--- src/ooo_pkg.sv ---
package ooo_pkg;

    // Datapath and tag widths
    localparam int XLEN        = 32;
    localparam int TAG_W       = 6;
    localparam int NUM_CDB_DEF = 2;   // Exec port plus one external
    localparam int MUL_CYCLES  = 4;   // Issue to writeback for MUL

    // Operation on operand pair 0
    typedef enum logic [3:0] {
        ALU_ADD  = 4'd0,
        ALU_SUB  = 4'd1,
        ALU_AND  = 4'd2,
        ALU_OR   = 4'd3,
        ALU_XOR  = 4'd4,
        ALU_SLT  = 4'd5,
        ALU_SLTU = 4'd6,
        ALU_SLL  = 4'd7,
        ALU_SRL  = 4'd8,
        ALU_MUL  = 4'd9
    } alu_op_e;

    // Comparison on operand pair 1
    typedef enum logic [2:0] {
        BR_NONE = 3'd0,
        BR_EQ   = 3'd1,
        BR_NE   = 3'd2,
        BR_LT   = 3'd3,
        BR_GE   = 3'd4,
        BR_LTU  = 3'd5,
        BR_GEU  = 3'd6
    } br_op_e;

    // Source operand whose data is only meaningful once is_renamed drops
    typedef struct packed {
        logic             is_renamed;
        logic [TAG_W-1:0] tag;        // Producer tag while renamed
        logic [XLEN-1:0]  data;
    } operand_t;

    typedef struct packed {
        logic             is_valid;
        logic [XLEN-1:0]  pc;
        logic [TAG_W-1:0] dest_tag;
        logic             has_rd;
        alu_op_e          uop_0;
        br_op_e           uop_1;
        operand_t         src_0_a;    // ALU operands
        operand_t         src_0_b;
        operand_t         src_1_a;    // Branch compare operands
        operand_t         src_1_b;
    } instruction_t;

    // One result on one CDB port
    typedef struct packed {
        logic             is_valid;
        logic [TAG_W-1:0] dest_tag;
        logic [XLEN-1:0]  result;
        logic             br_taken;
        logic [XLEN-1:0]  pc;
    } writeback_t;

endpackage
--- src/issue_core_top.sv ---
`timescale 1ns/1ps

module issue_core_top
    import ooo_pkg::*;
#(
    parameter int NUM_CDB = NUM_CDB_DEF
) (
    input  logic         clk,
    input  logic         rst_n_i,
    input  logic         flush_i,
    input  logic         cache_stall_i,

    input  instruction_t disp_entry_i,
    input  logic         disp_we_i,
    output logic         disp_rdy_o,

    // Results from the other units, CDB ports 1 and up
    input  writeback_t   cdb_ext_i [NUM_CDB-1],

    output writeback_t   wb_o
);

    writeback_t   cdb [NUM_CDB];
    instruction_t issue_pkt;
    logic         issue_vld;
    logic         exec_rdy;

    // Port 0 belongs to the execute unit
    assign cdb[0] = wb_o;

    for (genvar i = 1; i < NUM_CDB; i++) begin : g_cdb_ext
        assign cdb[i] = cdb_ext_i[i-1];
    end

    reservation_station #(
        .NUM_CDB (NUM_CDB)
    ) u_rs (
        .clk           (clk),
        .rst_n_i       (rst_n_i),
        .flush_i       (flush_i),
        .cache_stall_i (cache_stall_i),
        .disp_entry_i  (disp_entry_i),
        .disp_we_i     (disp_we_i),
        .disp_rdy_o    (disp_rdy_o),
        .issue_pkt_o   (issue_pkt),
        .issue_vld_o   (issue_vld),
        .exec_rdy_i    (exec_rdy),
        .cdb_i         (cdb)
    );

    exec_unit u_exec (
        .clk         (clk),
        .rst_n_i     (rst_n_i),
        .flush_i     (flush_i),
        .issue_pkt_i (issue_pkt),
        .issue_vld_i (issue_vld),
        .exec_rdy_o  (exec_rdy),
        .wb_o        (wb_o)
    );

endmodule

--- src/exec_unit.sv ---
`timescale 1ns/1ps

module exec_unit
    import ooo_pkg::*;
(
    input  logic         clk,
    input  logic         rst_n_i,
    input  logic         flush_i,
    input  instruction_t issue_pkt_i,
    input  logic         issue_vld_i,
    output logic         exec_rdy_o,
    output writeback_t   wb_o
);

    localparam int CHUNK = XLEN / MUL_CYCLES;  // Multiplier bits per step
    localparam int CNT_W = (MUL_CYCLES > 1) ? $clog2(MUL_CYCLES) : 1;

    typedef enum logic {
        EX_IDLE,
        EX_MUL
    } ex_state_e;

    ex_state_e        state_q;
    logic [CNT_W-1:0] mul_cnt_q;
    logic             issue_fire;
    logic             is_mul;
    logic             mul_last;
    logic [XLEN-1:0]  alu_res;
    logic             br_res;

    // Multiply datapath
    logic [XLEN-1:0]  mcand_q;
    logic [XLEN-1:0]  mplier_q;
    logic [XLEN-1:0]  acc_q;
    logic [XLEN-1:0]  mul_partial;
    logic [XLEN-1:0]  acc_sum;
    logic [TAG_W-1:0] mul_tag_q;
    logic [XLEN-1:0]  mul_pc_q;
    logic             mul_br_q;

    // Result register
    logic             wb_vld_q;
    logic [TAG_W-1:0] wb_tag_q;
    logic [XLEN-1:0]  wb_res_q;
    logic             wb_br_q;
    logic [XLEN-1:0]  wb_pc_q;

    function automatic logic [XLEN-1:0] alu_eval(alu_op_e op, logic [XLEN-1:0] a,
                                                 logic [XLEN-1:0] b);
        case (op)
            ALU_ADD:  return a + b;
            ALU_SUB:  return a - b;
            ALU_AND:  return a & b;
            ALU_OR:   return a | b;
            ALU_XOR:  return a ^ b;
            ALU_SLT:  return {{(XLEN-1){1'b0}}, $signed(a) < $signed(b)};
            ALU_SLTU: return {{(XLEN-1){1'b0}}, a < b};
            ALU_SLL:  return a << b[4:0];
            ALU_SRL:  return a >> b[4:0];
            default:  return '0;  // MUL goes through the iterative path
        endcase
    endfunction

    function automatic logic br_eval(br_op_e op, logic [XLEN-1:0] a, logic [XLEN-1:0] b);
        case (op)
            BR_EQ:   return a == b;
            BR_NE:   return a != b;
            BR_LT:   return $signed(a) < $signed(b);
            BR_GE:   return $signed(a) >= $signed(b);
            BR_LTU:  return a < b;
            BR_GEU:  return a >= b;
            default: return 1'b0;
        endcase
    endfunction

    assign exec_rdy_o = (state_q == EX_IDLE);  // Low for the whole multiply
    assign issue_fire = issue_vld_i && exec_rdy_o;
    assign is_mul     = (issue_pkt_i.uop_0 == ALU_MUL);

    assign alu_res = alu_eval(issue_pkt_i.uop_0, issue_pkt_i.src_0_a.data,
                              issue_pkt_i.src_0_b.data);
    assign br_res  = br_eval(issue_pkt_i.uop_1, issue_pkt_i.src_1_a.data,
                             issue_pkt_i.src_1_b.data);

    // One CHUNK-wide slice of the multiplier per cycle
    assign mul_partial = mcand_q * {{(XLEN-CHUNK){1'b0}}, mplier_q[CHUNK-1:0]};
    assign acc_sum     = acc_q + mul_partial;
    assign mul_last    = (state_q == EX_MUL) && (mul_cnt_q == CNT_W'(MUL_CYCLES - 1));

    always_ff @(posedge clk or negedge rst_n_i) begin
        if (!rst_n_i) begin
            state_q   <= EX_IDLE;
            mul_cnt_q <= '0;
            wb_vld_q  <= 1'b0;
        end else if (flush_i) begin
            state_q  <= EX_IDLE;
            wb_vld_q <= 1'b0;
        end else begin
            wb_vld_q <= (issue_fire && !is_mul) || mul_last;  // Shown for one cycle
            case (state_q)
                EX_IDLE: begin
                    if (issue_fire && is_mul) begin
                        state_q   <= EX_MUL;
                        mul_cnt_q <= '0;
                    end
                end
                EX_MUL: begin
                    if (mul_last) begin
                        state_q <= EX_IDLE;
                    end else begin
                        mul_cnt_q <= mul_cnt_q + 1'b1;
                    end
                end
                default: state_q <= EX_IDLE;
            endcase
        end
    end

    always_ff @(posedge clk) begin
        if (issue_fire && is_mul) begin
            mcand_q   <= issue_pkt_i.src_0_a.data;
            mplier_q  <= issue_pkt_i.src_0_b.data;
            acc_q     <= '0;
            mul_tag_q <= issue_pkt_i.dest_tag;
            mul_pc_q  <= issue_pkt_i.pc;
            mul_br_q  <= br_res;
        end else if (state_q == EX_MUL) begin
            mcand_q  <= mcand_q << CHUNK;
            mplier_q <= mplier_q >> CHUNK;
            acc_q    <= acc_sum;
        end

        // Branches without rd still get a writeback
        if (issue_fire && !is_mul) begin
            wb_tag_q <= issue_pkt_i.dest_tag;
            wb_res_q <= alu_res;
            wb_br_q  <= br_res;
            wb_pc_q  <= issue_pkt_i.pc;
        end else if (mul_last) begin
            wb_tag_q <= mul_tag_q;
            wb_res_q <= acc_sum;  // Last slice folded in here
            wb_br_q  <= mul_br_q;
            wb_pc_q  <= mul_pc_q;
        end
    end

    always_comb begin
        wb_o.is_valid = wb_vld_q;
        wb_o.dest_tag = wb_tag_q;
        wb_o.result   = wb_res_q;
        wb_o.br_taken = wb_br_q;
        wb_o.pc       = wb_pc_q;
    end

endmodule

--- src/reservation_station.sv ---
`timescale 1ns/1ps

module reservation_station
    import ooo_pkg::*;
#(
    parameter int NUM_CDB = NUM_CDB_DEF
) (
    input  logic         clk,
    input  logic         rst_n_i,
    input  logic         flush_i,
    input  logic         cache_stall_i,

    // Dispatch side
    input  instruction_t disp_entry_i,
    input  logic         disp_we_i,
    output logic         disp_rdy_o,

    // Execute side
    output instruction_t issue_pkt_o,
    output logic         issue_vld_o,
    input  logic         exec_rdy_i,

    // Result bus
    input  writeback_t   cdb_i [NUM_CDB]
);

    logic         slot_vld_q;   // Slot holds an instruction
    instruction_t entry_q;      // Held instruction payload
    instruction_t entry_d;
    instruction_t held_woken;   // Held entry after CDB wakeup
    instruction_t disp_woken;   // Incoming entry after CDB capture
    logic         ops_ready;
    logic         issue_fire;
    logic         accept;

    function automatic logic tag_hit(operand_t op, writeback_t wb);
        return op.is_renamed && wb.is_valid && (wb.dest_tag == op.tag);
    endfunction

    // Ascending scan so the highest matching port is the last to write
    function automatic operand_t wake_operand(operand_t op, writeback_t cdb [NUM_CDB]);
        operand_t res;
        res = op;
        for (int i = 0; i < NUM_CDB; i++) begin
            if (tag_hit(op, cdb[i])) begin
                res.data       = cdb[i].result;
                res.is_renamed = 1'b0;
            end
        end
        return res;
    endfunction

    // Wakeup of the held entry
    always_comb begin
        held_woken         = entry_q;
        held_woken.src_0_a = wake_operand(entry_q.src_0_a, cdb_i);
        held_woken.src_0_b = wake_operand(entry_q.src_0_b, cdb_i);
        held_woken.src_1_a = wake_operand(entry_q.src_1_a, cdb_i);
        held_woken.src_1_b = wake_operand(entry_q.src_1_b, cdb_i);
    end

    // Capture for a result that lands in the dispatch cycle
    always_comb begin
        disp_woken         = disp_entry_i;
        disp_woken.src_0_a = wake_operand(disp_entry_i.src_0_a, cdb_i);
        disp_woken.src_0_b = wake_operand(disp_entry_i.src_0_b, cdb_i);
        disp_woken.src_1_a = wake_operand(disp_entry_i.src_1_a, cdb_i);
        disp_woken.src_1_b = wake_operand(disp_entry_i.src_1_b, cdb_i);
    end

    // Readiness looks at the held register only
    assign ops_ready = !entry_q.src_0_a.is_renamed &&
                       !entry_q.src_0_b.is_renamed &&
                       !entry_q.src_1_a.is_renamed &&
                       !entry_q.src_1_b.is_renamed;

    assign issue_vld_o = slot_vld_q && ops_ready;
    assign issue_fire  = issue_vld_o && exec_rdy_i;

    // Empty slot, or the held entry leaves this cycle
    assign disp_rdy_o = !slot_vld_q || issue_fire;

    assign accept = disp_we_i && disp_entry_i.is_valid && !cache_stall_i && disp_rdy_o;

    always_ff @(posedge clk or negedge rst_n_i) begin
        if (!rst_n_i) begin
            slot_vld_q <= 1'b0;
        end else if (flush_i) begin
            slot_vld_q <= 1'b0;
        end else if (accept) begin
            slot_vld_q <= 1'b1;
        end else if (issue_fire) begin
            slot_vld_q <= 1'b0;
        end
    end

    // New entry wins over wakeup of the one leaving
    assign entry_d = accept ? disp_woken : held_woken;

    always_ff @(posedge clk) begin
        entry_q <= entry_d;
    end

    always_comb begin
        issue_pkt_o          = entry_q;
        issue_pkt_o.is_valid = slot_vld_q;
    end

endmodule

--- config.mk ---
export PLATFORM = sky130hd
export DESIGN_NAME = issue_core_top
export DESIGN_NICKNAME = d
export VERILOG_FILES = /design/src/ooo_pkg.sv /design/src/issue_core_top.sv /design/src/exec_unit.sv /design/src/reservation_station.sv
export SDC_FILE = /design/constraint.sdc
export NUM_CORES = 2
export LEC_CHECK = 0
export BUFFER_PORTS_ARGS = -buffer_cell sky130_fd_sc_hd__buf_2
export CORE_MARGIN = 2
export CORE_UTILIZATION = 55
export CTS_CLUSTER_DIAMETER = 40
export DETAILED_ROUTE_END_ITERATION = 10
export HOLD_SLACK_MARGIN = 0.03
export PLACE_DENSITY = 0.87
export RECOVER_POWER = 50
export SLEW_MARGIN = 30
export SYNTH_ARGS = -nofsm -noshare
export SYNTH_HDL_FRONTEND = slang
export SYNTH_SLANG_ARGS = --single-unit
--- constraint.sdc ---
create_clock -name clk -period 4.8 [get_ports clk]
set_input_delay 0.72 -clock clk [delete_from_list [all_inputs] [get_ports clk]]
set_output_delay 0.72 -clock clk [all_outputs]
set_load 0.01 [all_outputs]
=== Word level (Yosys, flattened, before mapping) ===
Cells that the tools add are included.

* $add $sub $neg: 4
* Multipliers: 1
* Magnitude comparators: 6
* Equal/unequal tests: 36
* Shifts and indexed selects: 2
* Multiplexer cells: 58
* Bitwise logic cells: 5
* Reductions and logical operators: 61

{| class="wikitable"
|+ Operators by type and width
! kind !! count
|-
| $mux W32 || 24
|-
| $pmux W32 S9 || 1
|-
| $mux W156 || 1
|-
| $lt A32 B32 Y1 || 4
|-
| $eq A6 B6 Y1 || 16
|-
| $add A32 B32 Y32 || 2
|-
| $ge A32 B32 Y1 || 2
|-
| $logic_and A1 B1 Y1 || 43
|-
| $and A32 B32 Y32 || 1
|-
| $eq A32 B32 Y1 || 1
|-
| $mul A32 B8 Y32 || 1
|-
| $ne A32 B32 Y1 || 1
|-
| $or A32 B32 Y32 || 1
|-
| $shl A32 B5 Y32 || 1
|-
| $shr A32 B5 Y32 || 1
|-
| $sub A32 B32 Y32 || 1
|-
| $xor A32 B32 Y32 || 1
|-
| $mux W1 || 25
|-
| $eq A4 B3 Y1 const B || 4
|-
| $reduce_bool A3 Y1 || 5
|-
| $mux W6 || 2
|-
| $eq A3 B3 Y1 const B || 3
|-
| $eq A4 B2 Y1 const B || 2
|-
| $eq A4 B4 Y1 const B || 2
|-
| other kinds (16) || 28
|}

* Flip-flop bits (word level): 412
* Bits of input ports: 280
* Output and inout bits: 73

=== Depth between registers and ports, before layout ===
* Depth in word-level cells: 10
* Mapped depth: 23
* Depth with buffers taken out: 22

=== Modules after synthesis ===
Synthesis repeated with hierarchy kept, for this count alone.

* Cell total of the unflattened synthesis: 3699
* Area total of the unflattened synthesis: 34759.6 um^2

{| class="wikitable"
|+ Modules (own cells, without submodules)
! module !! times used !! cells each !! area each (um^2) !! sequential area each (um^2)
|-
| exec_unit || 1 || 2768 || 23661.4 || 5965.7
|-
| reservation_station || 1 || 931 || 11098.1 || 6090.8
|}

=== Worst setup path before layout ===
No wires, ideal clock.

* Path kind: register to register
* Start: register u_exec.mplier_q[3]
* End: register u_exec.wb_res_q[31] (data pin)
* Data arrival time: 5.073 ns
* Required time: 4.539 ns
* Setup slack: -0.534 ns
* Stages on the path, launching flop included: 23
* Buffers on the path: 2
* Period minus slack after synthesis: 5.334 ns
* Cell sequence: edfxtp_1 > clkbuf_1 > clkbuf_1 > nand2_1 > fa_1 > inv_1 > fa_1 > fa_1 > inv_1 > fa_1 > inv_1 > ha_1 > a21o_1 > a21oi_1 > o21ai_0 > or4_1 > o21ai_0 > o21ai_1 > a211o_1 > a21oi_1 > xnor2_1 > nand2_1 > nand3_1

* Longest elaborated chain between the ends: 4

{| class="wikitable"
|+ RTL lines
! item !! line !! RTL
|-
| from (decl) || exec_unit.sv:33 || <nowiki>logic [XLEN-1:0] mplier_q;</nowiki>
|-
| from (signal assigned) || exec_unit.sv:122 || <nowiki>mplier_q <= issue_pkt_i.src_0_b.data;</nowiki>
|-
| from (signal assigned) || exec_unit.sv:129 || <nowiki>mplier_q <= mplier_q >> CHUNK;</nowiki>
|-
| $mul A32 B8 Y32 || exec_unit.sv:86 || <nowiki>assign mul_partial = mcand_q * {{(XLEN-CHUNK){1'b0}}, mplier_q[CHUNK-1:0]};</nowiki>
|-
| $add A32 B32 Y32 || exec_unit.sv:87 || <nowiki>assign acc_sum = acc_q + mul_partial;</nowiki>
|-
| $mux W32 || exec_unit.sv:139 || <nowiki>end else if (mul_last) begin</nowiki>
|-
| $mux W32 || exec_unit.sv:134 || <nowiki>if (issue_fire && !is_mul) begin</nowiki>
|-
| to (signal assigned) || exec_unit.sv:136 || <nowiki>wb_res_q <= alu_res;</nowiki>
|-
| to (signal assigned) || exec_unit.sv:141 || <nowiki>wb_res_q <= acc_sum;</nowiki>
|-
| to (decl) || exec_unit.sv:44 || <nowiki>logic [XLEN-1:0] wb_res_q;</nowiki>
|}

Every way passes these cells. The select of a mux whose other input is x is not followed.
A chain may end at the register's enable or synchronous reset.

=== Worst setup path after layout ===
* Start: register u_exec.mplier_q[2]
* End: register u_exec.wb_res_q[24] (data pin)

The elaborated chain is that of the path after synthesis.

==> flow_summary.toml <==
[power]
power_frac_clock_pct = 16.4
p_leak_nw = 16.9
seqPwrFrac_pct = 21.4
combPwrFrac_pct = 62.2
peakVddDrop_mv = 0.642
p_int_mw = 12.1
sw_frac_of_total_pct = 42.0
p_switching_mw = 8.76
power.density_nw_per_um2 = 529

[synthesis]
synth_edf_count = 375
synth_area_sq_um = 33100
yosys.cell_types.count = 78
syn_inst = 3548
ys_ff_latch = 412
synthArstFlopShare_pct = 1.21
ys.flop_type = "edfxtp_1"
syn_avg_cell_area_sq_um = 9.33
synth_seq_area_share_pct = 36.3
yosysWarnings = 0
synth_nets = 4187

[sta]
worst_pin_slew_ns = 2.06
timing.final.ws_setup_ns = -0.612
fin_crit_sh_pct = 113
relSlewSlack_pct = -37.2
finClkSkew_ns = 0.0265
max_freq_mhz = 185
drv_slew = 153
final-hold-violation-count = 0
layout_min_cycle_time_ns = 5.41
setup_viol = 133
rsz0062_at_grt = "true"
finalSetupTns_ns = -23.91

[worst_setup_path]
rr_worst_depth = 20
cp.arrival_ns = 5.69
critPathCaptureType = "flop"
worstSetupPathType = "flop to flop"
start_kind = "flop"
r2r-end = "u_exec.wb_res_q[24]$_DFFE_PN_"
rrSetupSlack_ns = -0.61
worstPathRequired_ns = 5.08
crit_path_max_fanout = 23
r2r_start = "u_exec.mplier_q[2]$_DFFE_PP_"

[clock_network]
htreeDepth = 2
cts_tree = "done"
ctsLongestPathBuffers = 3
clkLatencyLatePin_ns = 0.57
cts.sinks = 412
cts_made_buffers = 44
cts-root-buf = "clkbuf_16"
clk_pin_slew_worst_paths_ns = 0.07

[place]
gp_congestion = 1.01
hpwl_mm = 85.2
io_buffers = 318

[hold_path]
hold_path_end = "u_rs.issue_pkt_o[168]$_DFFE_PP_"
holdCritStartpoint = "disp_entry_i[168]"
min_path_type = "input port to flop"
min_path_cells = 1

[detailed_routing]
ant_nets = 0
wl_per_cell_um = 24.2
avgViaCountPerCell = 6.34
drc_errors = 0
vias = 30362
wirelength_mm = 116
dr.first_iter.drc_count = 4924
dr.pass1.iters = 10

[status]
outcome = "complete, but fails checks"
violations = "capacitance limit, slew limit, setup timing"

[floorplan]
initial_utilization_pct = 55.9
row_count = 89
pin_count = 353
chipWidth_um = 249
placeableCoreArea_sq_um = 59200
dieArea_sq_um = 62200
die_h_um = 249

[finish]
drive_gt1_share_pct = 18.9
area_growth_pct = 18.8
nets = 4599
final_common_cell = "nand2_1"
post-route-util_pct = 66.4
final_cell_mix = "nand2_1, inv_1, edfxtp_1, buf_4, buf_2"

[global_route]
grt_pass1_wl_mm = 169
overflow = 0
grt_pass1_vias = 29258
grt_use_total_pct = 35.2
antenna_found_initial = 22
grt_max_degree = 72

[flow_run]
maxCapViolations = 3
==> routing by layer <==
layer	up-vias	global-route usage, %	part of all wire [%]
met3	473	5.74	12
li1	13141	-	-
met1	14380	45.9	35
met5	-	0	0.074
met2	2360	57.2	46
met4	8	17.3	6.3
==> metrics by stage <==
stage	cell area, sq um	worst slack, ns	hold slack [ns]	cells	total power [mW]
6_report	39300	-0.612	0.322	4786	20.8
2_1_floorplan	33400	-0.100	0.424	3548	9.99
3_5_place_dp	36900	-0.702	0.432	4647	14.6
3_3_place_gp	36900	-0.514	0.429	4647	14.3
4_1_cts	38800	-0.459	0.319	4743	19.0
5_1_grt	39300	-0.753	0.316	4785	21.7
==> worst max path at each step <==
stage                                          from                             to  slack [ns]  cells after the start
detailed placement  u_exec.mcand_q[6]$_SDFFCE_PN0P_  u_exec.wb_res_q[30]$_DFFE_PN_       -0.70                     20
global placement       u_exec.mplier_q[2]$_DFFE_PP_  u_exec.wb_res_q[30]$_DFFE_PN_       -0.51                     20
global route           u_exec.mplier_q[2]$_DFFE_PP_  u_exec.wb_res_q[24]$_DFFE_PN_       -0.75                     20
floorplan              u_exec.mplier_q[4]$_DFFE_PP_  u_exec.wb_res_q[31]$_DFFE_PN_       -0.10                     21
finish                 u_exec.mplier_q[2]$_DFFE_PP_  u_exec.wb_res_q[24]$_DFFE_PN_       -0.61                     20
CTS                    u_exec.mcand_q[11]$_DFFE_PP_  u_exec.wb_res_q[30]$_DFFE_PN_       -0.46                     20
==> what timing repair did <==
action	in CTS	in global routing
gates resized for setup	83	101
hold endpoints to repair	5	0
pin swaps	15	30
buffers inserted	15	25
endpoints found under the setup margin	32	40
hold buffers	1	0
cloned	0	1
==> cell type report <==
type,count,area [sq um]
Sequential cell,412,12000
Fill cell,4401,19900
Tap cell,773,967
Clock buffer,52,1170
Multi-Input combinational cell,2500,19700
Antenna cell,19,47.5
Timing Repair Buffer,573,3540
Inverter,429,1610
Clock inverter,28,298
==> sequential cells by signal, summed over array words and instances (netlist names) <==
register          flops
u_exec.mplier_q      32
u_exec.mul_br_q       1
u_exec.wb_tag_q       6
u_exec.state_q        1
u_exec.mcand_q       32
u_exec.wb_pc_q       32
u_exec.mul_pc_q      32
u_rs.slot_vld_q       1
u_exec.mul_tag_q      6
u_exec.wb_vld_q       1
u_exec.wb_res_q      32
u_exec.acc_q         32
u_exec.mul_cnt_q      2
u_exec.wb_br_q        1
u_rs.issue_pkt_o    201
==> power by group through the flow <==
stage	logic (mW)	registers, mW	clock network (mW)
floorplan	5.50	4.49	0
global placement	9.74	4.51	0
detailed placement	10.0	4.52	0
CTS	11.2	4.45	3.41
global route	13.7	4.47	3.55
finish	13.0	4.46	3.41
==> kinds of logic after synthesis <==
group	count (synthesis)	synth area share (%)
AO/OA/AOI/OAI	815	16.3
XOR/XNOR	157	4.16
adder cells (fa/ha/maj)	359	17.8
buffers and inverters	636	7.31
flip-flops	412	36.3
multiplexers	96	3.32
AND/OR/NAND/NOR	1073	14.7
==> critical path, cell delays in order (launching register included) <==
cell      delay [ns]
edfxtp_1        0.42
buf_12          0.18
and2_1          0.21
fa_1            0.57
fa_1            0.60
fa_1            0.43
fa_1            0.55
ha_4            0.24
a21oi_4         0.17
o211ai_1        0.16
a21oi_4         0.20
buf_6           0.14
nor3_4          0.04
o31ai_2         0.21
nand2b_1        0.10
a21oi_2         0.15
inv_1           0.08
a311oi_2        0.26
xor2_1          0.18
buf_4           0.16
o22ai_1         0.07
==> synthesized netlist by cell type (all sizes together), types with 24 or more instances <==
master	count	share of area, %
a21o	34	0.77
a21oi	177	2.7
a222oi	64	1.9
a22oi	87	2.0
and2	148	2.8
buf	29	0.42
clkbuf	178	2.0
dfxtp	32	1.9
edfxtp	375	34
fa	188	11
ha	171	6.5
inv	428	4.9
mux2i	76	2.3
nand2	537	6.1
nand2b	24	0.45
nand3	48	0.73
nand4	26	0.49
nor2	172	2.0
nor3	38	0.57
o211ai	24	0.57
o21ai	234	3.6
xnor2	100	2.6
xor2	57	1.5
Power figures use the tool's default switching activity.
